[src/design/nes_consts.svh]
/*
 * Console I/O constants
 * Frame and port sizes, ROM address layout and iNES header magic
 */
`ifndef NES_CONSTS_SVH
`define NES_CONSTS_SVH

`define PAD_FRAME_BITS 24      // Bits per console port frame
`define PAD_PORTS      2
`define HOST_PADS      4

`define ROM_ADDR_W     22
`define CHR_BASE_ADDR  22'h200000  // CHR lives in the upper half
`define PRG_PAGE_SHIFT 14      // 16 KB pages
`define CHR_PAGE_SHIFT 13      // 8 KB pages

`define INES_MAGIC0    8'h4E
`define INES_MAGIC1    8'h45
`define INES_MAGIC2    8'h53
`define INES_MAGIC3    8'h1A

`define TAP_SIG_PORT0  8'h08
`define TAP_SIG_PORT1  8'h04

`endif

[src/design/nes_io_pkg.sv]
/*
 * Shared types for the cartridge loader and the controller ports
 */
`default_nettype none

`include "nes_consts.svh"

package nes_io_pkg;

	typedef enum logic [2:0] {
		LOAD_HEADER,
		LOAD_PRG,
		LOAD_CHR,
		LOAD_DONE,
		LOAD_FAIL
	} load_state_e;

	// Joystick bits as the host delivers them
	typedef struct packed {
		logic start;
		logic select;
		logic b;
		logic a;
		logic up;
		logic down;
		logic left;
		logic right;   // Bit 0
	} host_pad_t;

	// Console shift order, a goes out first
	typedef struct packed {
		logic right;
		logic left;
		logic down;
		logic up;
		logic start;
		logic select;
		logic b;
		logic a;       // Bit 0
	} nes_pad_t;

	typedef logic [15:0][7:0] ines_header_t;  // Index is the header byte number

	typedef struct packed {
		logic [7:0] submapper;
		logic       four_screen;
		logic       chr_ram;
		logic       mirroring;
		logic [2:0] chr_size;
		logic [2:0] prg_size;
		logic [7:0] mapper;
	} mapper_flags_t;

	typedef struct packed {
		logic                   strobe;
		logic [`ROM_ADDR_W-1:0] addr;
		logic [7:0]             data;
	} rom_write_t;

endpackage

`default_nettype wire

[src/design/ines_header_decode.sv]
/*
 * iNES header decoder
 * Checks the magic and trainer bit, tells NES 2.0 from dirty iNES 1.0
 * headers and builds the mapper flags
 */
`default_nettype none

`include "nes_consts.svh"

module ines_header_decode (
	input  nes_io_pkg::ines_header_t  header,
	input  logic                      invert_mirroring,
	output logic                      header_valid,
	output logic [7:0]                prg_pages,
	output logic [7:0]                chr_pages,
	output nes_io_pkg::mapper_flags_t flags
);

	logic magic_ok;
	logic is_nes20;
	logic is_dirty;

	// Smallest n with pages <= 2**n, saturates at 7
	function automatic logic [2:0] size_code(input logic [7:0] pages);
		logic [2:0] code;
		code = 3'd7;
		for (int n = 6; n >= 0; n--) begin
			if (pages <= 8'(1 << n))
				code = 3'(n);
		end
		return code;
	endfunction

	assign magic_ok = (header[0] == `INES_MAGIC0) && (header[1] == `INES_MAGIC1) &&
		(header[2] == `INES_MAGIC2) && (header[3] == `INES_MAGIC3);
	assign header_valid = magic_ok && !header[6][2];  // Trainers not supported

	assign is_nes20 = (header[7][3:2] == 2'b10);

	// Old dumps often carry junk in the tail bytes
	assign is_dirty = !is_nes20 && ((header[9][7:1] != 7'd0) || (|header[15:10]));

	assign prg_pages = header[4];
	assign chr_pages = header[5];

	always_comb begin
		flags.mapper      = {is_dirty ? 4'h0 : header[7][7:4], header[6][7:4]};
		flags.prg_size    = size_code(prg_pages);
		flags.chr_size    = size_code(chr_pages);
		flags.mirroring   = header[6][0] ^ invert_mirroring;
		flags.chr_ram     = (chr_pages == 8'd0);
		flags.four_screen = header[6][3];
		flags.submapper   = is_nes20 ? header[8] : 8'h00;
	end

endmodule

`default_nettype wire

[src/design/rom_loader.sv]
/*
 * Cartridge ROM loader
 * Captures the iNES header from the byte stream, then writes PRG from
 * address 0 and CHR from the CHR base, and latches the mapper flags
 */
`default_nettype none

`include "nes_consts.svh"

module rom_loader (
	input  logic                      clk,
	input  logic                      reset,
	input  logic [7:0]                rom_byte,
	input  logic                      rom_strobe,
	input  logic                      invert_mirroring,
	output nes_io_pkg::rom_write_t    rom_write,
	output nes_io_pkg::mapper_flags_t mapper_flags,
	output logic                      load_done,
	output logic                      load_error
);

	nes_io_pkg::load_state_e   state;
	nes_io_pkg::ines_header_t  header;
	nes_io_pkg::mapper_flags_t flags;
	logic [3:0]                hdr_count;
	logic [`ROM_ADDR_W-1:0]    bytes_left;
	logic [`ROM_ADDR_W-1:0]    write_addr;
	logic                      header_valid;
	logic [7:0]                prg_pages;
	logic [7:0]                chr_pages;
	logic                      payload_state;
	logic                      enter_done;

	ines_header_decode u_decode (
		.header           (header),
		.invert_mirroring (invert_mirroring),
		.header_valid     (header_valid),
		.prg_pages        (prg_pages),
		.chr_pages        (chr_pages),
		.flags            (flags)
	);

	assign payload_state = (state == nes_io_pkg::LOAD_PRG) || (state == nes_io_pkg::LOAD_CHR);

	// Write goes out in the same cycle as the byte
	assign rom_write.strobe = rom_strobe && payload_state && (bytes_left != '0);
	assign rom_write.addr   = write_addr;
	assign rom_write.data   = rom_byte;

	assign enter_done = (bytes_left == '0) && header_valid &&
		((state == nes_io_pkg::LOAD_CHR) ||
		((state == nes_io_pkg::LOAD_PRG) && (chr_pages == 8'd0)));

	always_ff @(posedge clk) begin
		if (state == nes_io_pkg::LOAD_HEADER && rom_strobe)
			header[hdr_count] <= rom_byte;
		if (enter_done)
			mapper_flags <= flags;
	end

	always_ff @(posedge clk) begin
		if (reset) begin
			state      <= nes_io_pkg::LOAD_HEADER;
			hdr_count  <= 4'd0;
			bytes_left <= '0;
			write_addr <= '0;
			load_done  <= 1'b0;
			load_error <= 1'b0;
		end else begin
			case (state)
				nes_io_pkg::LOAD_HEADER: if (rom_strobe) begin
					hdr_count <= hdr_count + 4'd1;
					if (hdr_count == 4'd15) begin
						state      <= nes_io_pkg::LOAD_PRG;
						write_addr <= '0;
						// A bad header leaves nothing to load
						bytes_left <= header_valid ?
							(`ROM_ADDR_W'(prg_pages) << `PRG_PAGE_SHIFT) : '0;
					end
				end
				nes_io_pkg::LOAD_PRG: begin
					if (bytes_left != '0) begin
						if (rom_strobe) begin
							bytes_left <= bytes_left - 1'b1;
							write_addr <= write_addr + 1'b1;
						end
					end else if (!header_valid) begin
						state <= nes_io_pkg::LOAD_FAIL;
					end else if (chr_pages == 8'd0) begin
						state <= nes_io_pkg::LOAD_DONE;  // CHR RAM cart
					end else begin
						state      <= nes_io_pkg::LOAD_CHR;
						write_addr <= `CHR_BASE_ADDR;
						bytes_left <= `ROM_ADDR_W'(chr_pages) << `CHR_PAGE_SHIFT;
					end
				end
				nes_io_pkg::LOAD_CHR: begin
					if (bytes_left != '0) begin
						if (rom_strobe) begin
							bytes_left <= bytes_left - 1'b1;
							write_addr <= write_addr + 1'b1;
						end
					end else begin
						state <= nes_io_pkg::LOAD_DONE;
					end
				end
				nes_io_pkg::LOAD_DONE: load_done <= 1'b1;
				nes_io_pkg::LOAD_FAIL: begin
					load_done  <= 1'b1;
					load_error <= 1'b1;
				end
				default: state <= nes_io_pkg::LOAD_HEADER;
			endcase
		end
	end

endmodule

`default_nettype wire

[src/design/pad_frame_builder.sv]
/*
 * Controller frame builder
 * Reorders host joystick bits for the console, applies the port swap
 * and appends the multitap pad and signature
 */
`default_nettype none

`include "nes_consts.svh"

module pad_frame_builder (
	input  logic                        reset,
	input  nes_io_pkg::host_pad_t       host_pads [`HOST_PADS],
	input  logic                        joy_swap,
	input  logic                        multitap_en,
	output logic [`PAD_FRAME_BITS-1:0]  frames [`PAD_PORTS]
);

	function automatic nes_io_pkg::nes_pad_t to_console(input nes_io_pkg::host_pad_t h);
		nes_io_pkg::nes_pad_t n;
		n.a      = h.a;
		n.b      = h.b;
		n.select = h.select;
		n.start  = h.start;
		n.up     = h.up;
		n.down   = h.down;
		n.left   = h.left;
		n.right  = h.right;
		return n;
	endfunction

	always_comb begin
		nes_io_pkg::nes_pad_t prim;
		nes_io_pkg::nes_pad_t tap_pad;
		logic [7:0]           tap_sig;
		for (int p = 0; p < `PAD_PORTS; p++) begin
			prim    = to_console(host_pads[joy_swap ? 1 - p : p]);
			tap_pad = multitap_en ? to_console(host_pads[p + `PAD_PORTS]) : '0;
			tap_sig = (p == 0) ? `TAP_SIG_PORT0 : `TAP_SIG_PORT1;
			if (!multitap_en)
				tap_sig = 8'h00;
			frames[p] = reset ? '0 : {tap_sig, tap_pad, prim};  // Pad bits leave first
		end
	end

endmodule

`default_nettype wire

[src/design/pad_port_shifter.sv]
/*
 * Console controller port
 * Loads a frame on strobe and shifts it out LSB first on falling port clock
 */
`default_nettype none

`include "nes_consts.svh"

module pad_port_shifter (
	input  logic                       clk,
	input  logic                       reset,
	input  logic [`PAD_FRAME_BITS-1:0] frame,
	input  logic                       pad_strobe,
	input  logic                       pad_clock,
	output logic                       pad_data
);

	logic [`PAD_FRAME_BITS-1:0] shift_reg;
	logic                       clock_prev;

	always_ff @(posedge clk) begin
		if (reset) begin
			shift_reg  <= '0;
			clock_prev <= 1'b0;
		end else begin
			if (pad_strobe)
				shift_reg <= frame;
			if (!pad_clock && clock_prev)  // Falling edge beats the load
				shift_reg <= {1'b0, shift_reg[`PAD_FRAME_BITS-1:1]};
			clock_prev <= pad_clock;
		end
	end

	assign pad_data = shift_reg[0];

endmodule

`default_nettype wire

[src/design/nes_cart_io_top.sv]
/*
 * Cartridge and controller I/O top level
 * ROM loader plus the frame builder feeding one shifter per console port
 */
`default_nettype none

`include "nes_consts.svh"

module nes_cart_io_top (
	input  logic                      clk,
	input  logic                      reset,
	input  logic [7:0]                rom_byte,
	input  logic                      rom_strobe,
	input  logic                      invert_mirroring,
	output nes_io_pkg::rom_write_t    rom_write,
	output nes_io_pkg::mapper_flags_t mapper_flags,
	output logic                      load_done,
	output logic                      load_error,
	input  nes_io_pkg::host_pad_t     host_pads [`HOST_PADS],
	input  logic                      joy_swap,
	input  logic                      multitap_en,
	input  logic                      pad_strobe,
	input  logic [`PAD_PORTS-1:0]     pad_clock,
	output logic [`PAD_PORTS-1:0]     pad_data
);

	logic [`PAD_FRAME_BITS-1:0] frames [`PAD_PORTS];

	rom_loader u_loader (
		.clk              (clk),
		.reset            (reset),
		.rom_byte         (rom_byte),
		.rom_strobe       (rom_strobe),
		.invert_mirroring (invert_mirroring),
		.rom_write        (rom_write),
		.mapper_flags     (mapper_flags),
		.load_done        (load_done),
		.load_error       (load_error)
	);

	pad_frame_builder u_frames (
		.reset       (reset),
		.host_pads   (host_pads),
		.joy_swap    (joy_swap),
		.multitap_en (multitap_en),
		.frames      (frames)
	);

	for (genvar i = 0; i < `PAD_PORTS; i++) begin : g_port
		pad_port_shifter u_shifter (
			.clk        (clk),
			.reset      (reset),
			.frame      (frames[i]),
			.pad_strobe (pad_strobe),
			.pad_clock  (pad_clock[i]),
			.pad_data   (pad_data[i])
		);
	end

endmodule

`default_nettype wire

[config.mk]
export PLATFORM = sky130hd
export DESIGN_NAME = nes_cart_io_top
export DESIGN_NICKNAME = d
export VERILOG_FILES = /design/src/design/nes_io_pkg.sv /design/src/design/ines_header_decode.sv /design/src/design/rom_loader.sv /design/src/design/pad_frame_builder.sv /design/src/design/pad_port_shifter.sv /design/src/design/nes_cart_io_top.sv
export VERILOG_INCLUDE_DIRS = /design/src /design/src/design
export SDC_FILE = /design/constraint.sdc
export NUM_CORES = 1
export LEC_CHECK = 0
export BUFFER_PORTS_ARGS = -buffer_cell sky130_fd_sc_hd__clkbuf_2
export CORE_MARGIN = 10
export CORE_UTILIZATION = 64
export CTS_CLUSTER_DIAMETER = 40
export CTS_CLUSTER_SIZE = 12
export DETAILED_ROUTE_END_ITERATION = 10
export PLACE_DENSITY = 0.85
export REMOVE_ABC_BUFFERS = 1
export SLEW_MARGIN = 20
export SYNTH_ARGS = -nofsm -noshare
export SYNTH_HDL_FRONTEND = slang
export SYNTH_HIERARCHICAL = 1
export SYNTH_SLANG_ARGS = --single-unit
[constraint.sdc]
create_clock -name clk -period 7.6 [get_ports clk]
set_input_delay 1.14 -clock clk [delete_from_list [all_inputs] [get_ports clk]]
set_output_delay 1.14 -clock clk [all_outputs]
set_load 0.005 [all_outputs]
* Word-level counts from Yosys, hierarchy flattened
Cells that the tools add are included.
** Operators by class
- Add/sub/neg operators :: 3
- Multiply operators :: 0
- Divide/modulo/power cells :: 0
- $lt $le $gt $ge :: 18
- Equal/unequal tests :: 17
- Shifts and indexed selects :: 0
- Multiplexer cells :: 55
- Bitwise logic cells :: 4
- Reduce and logical (&&, ||, !) cells :: 38
** Operator list (count)
- 2-to-1 mux 22 bit :: 15
- case mux 22 bit (3 select lines) :: 2
- bitwise mux 128 bit :: 1
- 2-to-1 mux 23 bit :: 4
- greater-or-equal comparator 32 x 3 -> 1 bit, second input constant :: 2
- NOT 32 bit :: 2
- 2-to-1 mux 8 bit :: 7
- OR reduction 48 bit :: 1
- binary-select mux 8 bit (select 2 bit) :: 2
- demux 8 bit (select 4 bit) :: 1
- 2-to-1 mux 3 bit :: 10
- == test 8 x 7 -> 1 bit, second input constant :: 3
- adder 22 x 1 -> 22 bit, second input constant :: 1
- logical NOT 22 bit :: 1
- nonzero test 22 bit :: 1
- subtractor 22 x 1 -> 22 bit, second input constant :: 1
- less-or-equal comparator 8 x 1 -> 1 bit, second input constant :: 2
- less-or-equal comparator 8 x 2 -> 1 bit, second input constant :: 2
- less-or-equal comparator 8 x 3 -> 1 bit, second input constant :: 2
- less-or-equal comparator 8 x 4 -> 1 bit, second input constant :: 2
- less-or-equal comparator 8 x 5 -> 1 bit, second input constant :: 2
- less-or-equal comparator 8 x 6 -> 1 bit, second input constant :: 2
- less-or-equal comparator 8 x 7 -> 1 bit, second input constant :: 2
- logical AND 1 bit :: 14
- other kinds (30) :: 53
** Word-level totals
- Bits in registers :: 254
- Bits in latches :: 0
- Bits in writable memories :: 0
- Bits in read-only memories :: 0
- Output and inout port bits :: 60
- Logic and storage cells :: 173
- Memories :: 0

* Longest topological paths before layout
Gate-level depths: netlist (run 1).
- Depth in word-level cells :: 9
- Mapped depth :: 11
- Depth with buffers taken out :: 9

* By module
Netlist (run 1), hierarchy kept.
** Modules (own cells, without submodules)
- rom_loader :: times used 1, cells each 612, area each 8217.9 um2
- pad_port_shifter :: times used 2, cells each 111, area each 1224.9 um2
- ines_header_decode :: times used 1, cells each 108, area each 716.9 um2
- pad_frame_builder :: times used 1, cells each 70, area each 503.0 um2

* Worst setup path after synthesis (run 1)
No wires, ideal clock.
- Path type :: register -> register
- Start :: register u_loader.bytes_left[8]
- End :: register, netlist name u_loader/mapper_flags[0]
- Setup time :: 438 ps
- Arrival :: 3806 ps
- Setup slack :: 3356 ps
- Stages on the path, launching flop included :: 7
- Cells stage by stage :: dfxtp_1 or4_1 buf_2 or4b_4 buf_6 or3_1 nor3_1
** Between the ends
- Word-level cells in the longest chain between the ends :: 3
** Ends and longest elaborated chain
- start: declaration :: line rom_loader.sv:26 : logic [`ROM_ADDR_W-1:0] bytes_left;
- start signal: assignment :: line rom_loader.sv:77 : bytes_left <= header_valid ?
- start signal: assignment :: line rom_loader.sv:84 : bytes_left <= bytes_left - 1'b1;
- start signal: assignment :: line rom_loader.sv:94 : bytes_left <= `ROM_ADDR_W'(chr_pages) << `CHR_PAGE_SHIFT;
- logical NOT 22 bit :: line rom_loader.sv:50 : assign enter_done = (bytes_left == '0) && header_valid &&
- logical AND 1 bit (2 in series) :: line rom_loader.sv:50
- named net u_loader.enter_done :: line rom_loader.sv:32 : logic enter_done;
The timed path passes the listed nets, and every way through them passes these cells.
A chain may end at the register's enable or synchronous reset.

==> results.md, run 1 <==
- Outcome: completed
- FMAX: 0.249 GHz
- Final Skew: 23.9 ps
- Routed metal-1 wirelength: 11.0 mm
- Die height: 156 microns
- Number of standard cells in the layout, taps in and fillers out: 1,317
- TritonCTS clock tree: done
- Number of setup buffers added after CTS: 0
- Number of filler cells placed in the layout: 1,179
- Clock tree root buffer cell: clkbuf_16
- Top routing layer used: met4
- Longest Clk Path Bufs: 3
- Inst Count DP: 1,255
- Type of the worst min-delay path: register to register
- Post-synthesis instance total: 1,008
- Detailed-route wire length per cell: 19.7 microns
- Detailed route wirelength on metal3: 2.01 mm
- Slew margin rel.: 0.274
- Int Power: 0.00265 W
- Hold buffer count at CTS: 0
- Proportion of layout cells with a drive suffix above 1: 0.188
- HPWL after detailed placement: 15.9 mm
- Post-Place Worst Slack: 3700 ps
- Syn_area_per_cell: 11.7 sq um
- Vias in the first global route: 8,205
- Crit path kind: register to primary output
- Power per standard cell area: 254 nW/um^2
- Vias post-DR: 8,395
- Maximum VDD drop: 255 uV
- Commonest non-fill, non-tap cell in the layout: edfxtp_1
- Number of DRC markers in iteration 0: 822
- Switching part of the total: 0.206
- Count of H-tree levels built during CTS: 2
- Setup TNS Final: 0 ps
- Leakage dissipation: 4.76 nW
- Number of buffers inserted during clock tree synthesis: 35
- Setup repair after global routing missed its margin: false
- Clock transition at the register clock pins on the worst setup and hold paths after CTS: 50 ps
- Cells resized by post-CTS repair: 0
- Number of detailed-routing iterations run before antenna repair: 5
- Worst path setup slack after routing: 3580 ps
- GRT Total Usage: 0.203
- Final Slew Violations: 0
- Critical path fanouts, max: 13
- Share of power burned in registers: 0.445
- Count of unresolved DRC violations after routing: 0
- Final setup violating endpoints: 0
- Met2 routed wirelength: 12.3 mm
- Clock share of power: 0.515
- Combinational cell fraction of total power: 0.040
- Worst path arrival time: 2880 ps
- Starting density of the core: 0.653
- Setup slack of the most critical reg-to-reg path: 3710 ps
- Die area: 24,200 sq um
- Power spent charging and discharging nets: 0.000688 W
- Clock sinks: 252
- CP Data Required Time: 6460 ps
- Synth-to-layout area growth: 12.0%
- Antenna Cells: 0
- Leading cell types in the layout, fill and taps excluded: 149 x edfxtp_1, 107 x clkbuf_2, 103 x dfxtp_1
- Hold violation count in the final report: 0
- Routed wire length: 26.0 mm
- Number of I/O port buffers: 108
- Category of the worst setup path capture point: primary output
- MaxCap Viol Count: 0
- Number of flip-flops under the largest register name: 124
- Fin crit share: 0.529
- Largest net degree at the start of global routing: 76
- Synth warn: 6
- Net count, final: 1,118
- End-of-flow core utilization: 0.731
- Weighted congestion at the end of routability-driven global placement: 0.913
- Actual transition at the worst max-transition pin: 1080 ps
- Initial antenna violation count: 0
- Die width: 156 microns
- ANT nets after route: 0
- Cell area after synthesis: 11,800 sq um
- Area of the core: 18,000 sq um
- Clk Latency, worst-skew pair: 510 ps
- Number of cell rows: 49
- Global-route wire length before repair: 41.3 mm
- Shortest period the worst path allows: 4020 ps
- Detail-routed via count per cell: 6.37
- Kind of launch point of the worst setup path: register
- Boundary Pins: 109
- Remaining Overflow, GRT: 0
-- per-stage QoR --
step,instance area [sq um],hold slack (ps),power [W]
final,13200,416,0.00334
after global placement,11900,403,0.00164
after global routing,13200,424,0.00343
after floorplan,11000,400,0.00158
after CTS,13200,417,0.00336
after detailed placement,11900,405,0.00165
-- layout make-up --
| cell class | count | area, sq um | share of cell area |
|---|---|---|---|
| clock inverter | 18 | 295 | 0.0224 |
| multi-input combinational | 647 | 4470 | 0.339 |
| timing repair buffer | 116 | 601 | 0.0456 |
| tap | 229 | 287 | 0.0217 |
| inverter | 11 | 41.3 | 0.00313 |
| clock buffer | 44 | 951 | 0.0722 |
| sequential | 252 | 6540 | 0.496 |
-- critical path: stages (launching register included) --
cell and delay, ps:
dfxtp_1 370, nor4_1 740, or4b_4 670, nor2_1 340
nor2_1 120, clkbuf_2 130
-- power by group through the flow --
stage	clock, W	combinational [W]	sequential [W]
after CTS	0.00174	0.000133	0.00149
after global placement	0	0.000128	0.00151
after global routing	0.00180	0.000147	0.00149
after floorplan	0	0.0000682	0.00151
final	0.00172	0.000134	0.00149
after detailed placement	0	0.000132	0.00151
-- final timing paths --
kind,endpoint,depth (start not counted),from
worst min register to register,u_loader/mapper_flags[3],0,u_loader/header[55]
worst max-delay path,rom_write[30],5,u_loader/bytes_left[14]
worst min-delay path,u_loader/mapper_flags[3],0,u_loader/header[55]
worst max register to register,u_loader/write_addr[2],9,u_loader/header[29]
-- routing by layer --
layer / vias up / GRT usage
met5: - / 0
li1: 3895 / -
met1: 4038 / 0.260
met4: 0 / 0.0744
met2: 403 / 0.327
met3: 59 / 0.0532
(Power assumes the default switching activity.)
==> run 2, diff against run 1 <==
Settings changed: CORE_UTILIZATION 64 to 60, PLACE_DENSITY 0.85 to 0.8.
Clock period 7.6 ns to 4.2 ns, I/O delays scaled along.
==> results.md, run 2 (synthesis results as in run 1) <==
- Clock transition at the register clock pins on the worst setup and hold paths after CTS: 50 ps (about the same)
- Weighted congestion at the end of routability-driven global placement: 0.871 (was 0.913)
- Number of I/O port buffers: 108 (unchanged)
- GRT Total Usage: 0.183 (was 0.203)
- Number of cell rows: 51 (was 49)
- Final setup violating endpoints: 0 (unchanged)
- Boundary Pins: 109 (unchanged)
- Largest net degree at the start of global routing: 47 (was 76)
- Cells resized by post-CTS repair: 0 (unchanged)
- Actual transition at the worst max-transition pin: 1030 ps (was 1080 ps)
- Leading cell types in the layout, fill and taps excluded: 149 x edfxtp_1, 107 x clkbuf_2, 103 x dfxtp_1 (unchanged)
- ANT nets after route: 0 (unchanged)
- Proportion of layout cells with a drive suffix above 1: 0.194 (was 0.188)
- Initial antenna violation count: 0 (unchanged)
- Number of detailed-routing iterations run before antenna repair: 5 (unchanged)
- Clk Latency, worst-skew pair: 510 ps (about the same)
- Outcome: completed (unchanged)
- Remaining Overflow, GRT: 0 (unchanged)
- Antenna Cells: 0 (unchanged)
- Die width: 160 microns (was 156 microns)
- HPWL after detailed placement: 15.5 mm (was 15.9 mm)
- Count of H-tree levels built during CTS: 2 (unchanged)
- Die area: 25,600 sq um (was 24,200 sq um)
- Starting density of the core: 0.607 (was 0.653)
- Kind of launch point of the worst setup path: register (unchanged)
- FMAX: 0.294 GHz
- Die height: 160 microns (was 156 microns)
- TritonCTS clock tree: done (unchanged)
- Setup repair after global routing missed its margin: false (unchanged)
- Top routing layer used: met4 (unchanged)
- Worst hold slack: 415 ps (was 416 ps)
- MaxCap Viol Count: 0 (unchanged)
- Routed wire length: 24.7 mm (was 26.0 mm)
- Detailed-route wire length per cell: 18.2 microns (was 19.7 microns)
- Shortest period the worst path allows: 3400 ps
- Final Slew Violations: 0 (unchanged)
- Crit path kind: register to primary output (unchanged)
- Clock sinks: 252 (unchanged)
- Clock tree root buffer cell: clkbuf_16 (unchanged)
- Number of buffers inserted during clock tree synthesis: 36 (was 35)
- Final Skew: 18.0 ps (was 23.9 ps)
- Hold buffer count at CTS: 0 (unchanged)
- Number of DRC markers in iteration 0: 782 (was 822)
- CP Data Required Time: 3570 ps (was 6460 ps)
- Number of flip-flops under the largest register name: 124 (unchanged)
- Detailed route wirelength on metal3: 2.04 mm (was 2.01 mm)
- Routed metal-1 wirelength: 10.4 mm (was 11.0 mm)
- Type of the worst min-delay path: register to register (unchanged)
- Category of the worst setup path capture point: primary output (unchanged)
- Fin crit share: 0.810
- Slew margin rel.: 0.309 (was 0.274)
- Global-route wire length before repair: 39.5 mm (was 41.3 mm)
- Leakage dissipation: 4.77 nW (was 4.76 nW)
- Vias post-DR: 8,208 (was 8,395)
- Count of unresolved DRC violations after routing: 0 (unchanged)
- Power per standard cell area: 448 nW/um^2 (was 254 nW/um^2)
- Met2 routed wirelength: 11.7 mm (was 12.3 mm)
- Net count, final: 1,123 (was 1,118)
- Critical path fanouts, max: 13 (unchanged)
- Setup TNS Final: 0 ps (unchanged)
- Vias in the first global route: 7,699 (was 8,205)
- Detail-routed via count per cell: 6.04 (was 6.37)
- Number of filler cells placed in the layout: 1,393 (was 1,179)
- Maximum VDD drop: 273 uV (was 255 uV)
- Synth-to-layout area growth: 12.4% (was 12.0%)
- Area of the core: 19,400 sq um (was 18,000 sq um)
- Number of setup buffers added after CTS: 0 (unchanged)
- Commonest non-fill, non-tap cell in the layout: edfxtp_1 (unchanged)
- Worst path arrival time: 2770 ps (was 2880 ps)
- Hold violation count in the final report: 0 (unchanged)
- Longest Clk Path Bufs: 3 (unchanged)
## run 2: cell count changes in the layout (fill, tap and decap cells not counted)
cell	delta
buf_4	+4
inv_6	+4
bufinv_16	-3
clkbuf_16	+2
clkbuf_8	-2
clkinv_1	-2
clkinv_4	+2
clkbuf_1	-1
clkinv_2	+1
clkinv_8	-1
clkinvlp_4	+1
## run 2: through the flow
| step | power (W) | instances | setup WS (ps) | area [sq um] | util |
|---|---|---|---|---|---|
| after global placement | 0.00298 | 1295 | 1030 | 12000 | 0.619 |
| after global routing | 0.00611 | 1358 | 580 | 13200 | 0.682 |
| after detailed placement | 0.00298 | 1295 | 965 | 12000 | 0.619 |
| final | 0.00593 | 1358 | 798 | 13200 | 0.682 |
| after CTS | 0.00598 | 1358 | 790 | 13200 | 0.682 |
| after floorplan | 0.00285 | 910 | 46.6 | 11000 | - |
## run 2: report_power, final
| group | switching, W | internal, W | leakage (nW) |
|---|---|---|---|
| clock | 0.00108 | 0.00192 | 0.588 |
| combinational | 0.000147 | 0.0000983 | 2.00 |
| sequential | 0.0000280 | 0.00266 | 2.18 |
| total | 0.00125 | 0.00468 | 4.77 |
## run 2: path summary, 6_finish.rpt
kind,to,startpoint,slack (ps),cells after the start
worst max-delay path,rom_write[30],u_loader/bytes_left[8],800,5
worst min-delay path,u_loader/mapper_flags[0],u_loader/header[52],420,0
worst max register to register,u_loader/bytes_left[2],u_loader/header[11],890,10
worst min register to register,u_loader/mapper_flags[0],u_loader/header[52],420,0
## run 2: final cells by class
cell class	instances	area, sq um	area share
clock buffers	43	970	0.0733
well taps	265	332	0.0251
repair buffers	120	631	0.0477
inverters	11	41.3	0.00312
flip-flops and latches	252	6540	0.494
multi-input cells	647	4470	0.338
clock inverters	20	246	0.0186
## run 2: per-layer routing
metal | track usage | up-vias
met4 | 0.0659 | 0
li1 | - | 3911
met5 | 0 | -
met1 | 0.239 | 3901
met3 | 0.0494 | 53
met2 | 0.288 | 343
## run 2: critical path: stages (launching register included)
cell      delay, ps
dfxtp_1         340
or4_1           660
or4b_4          680
nor2_1          360
nor2_1          100
clkbuf_2        130
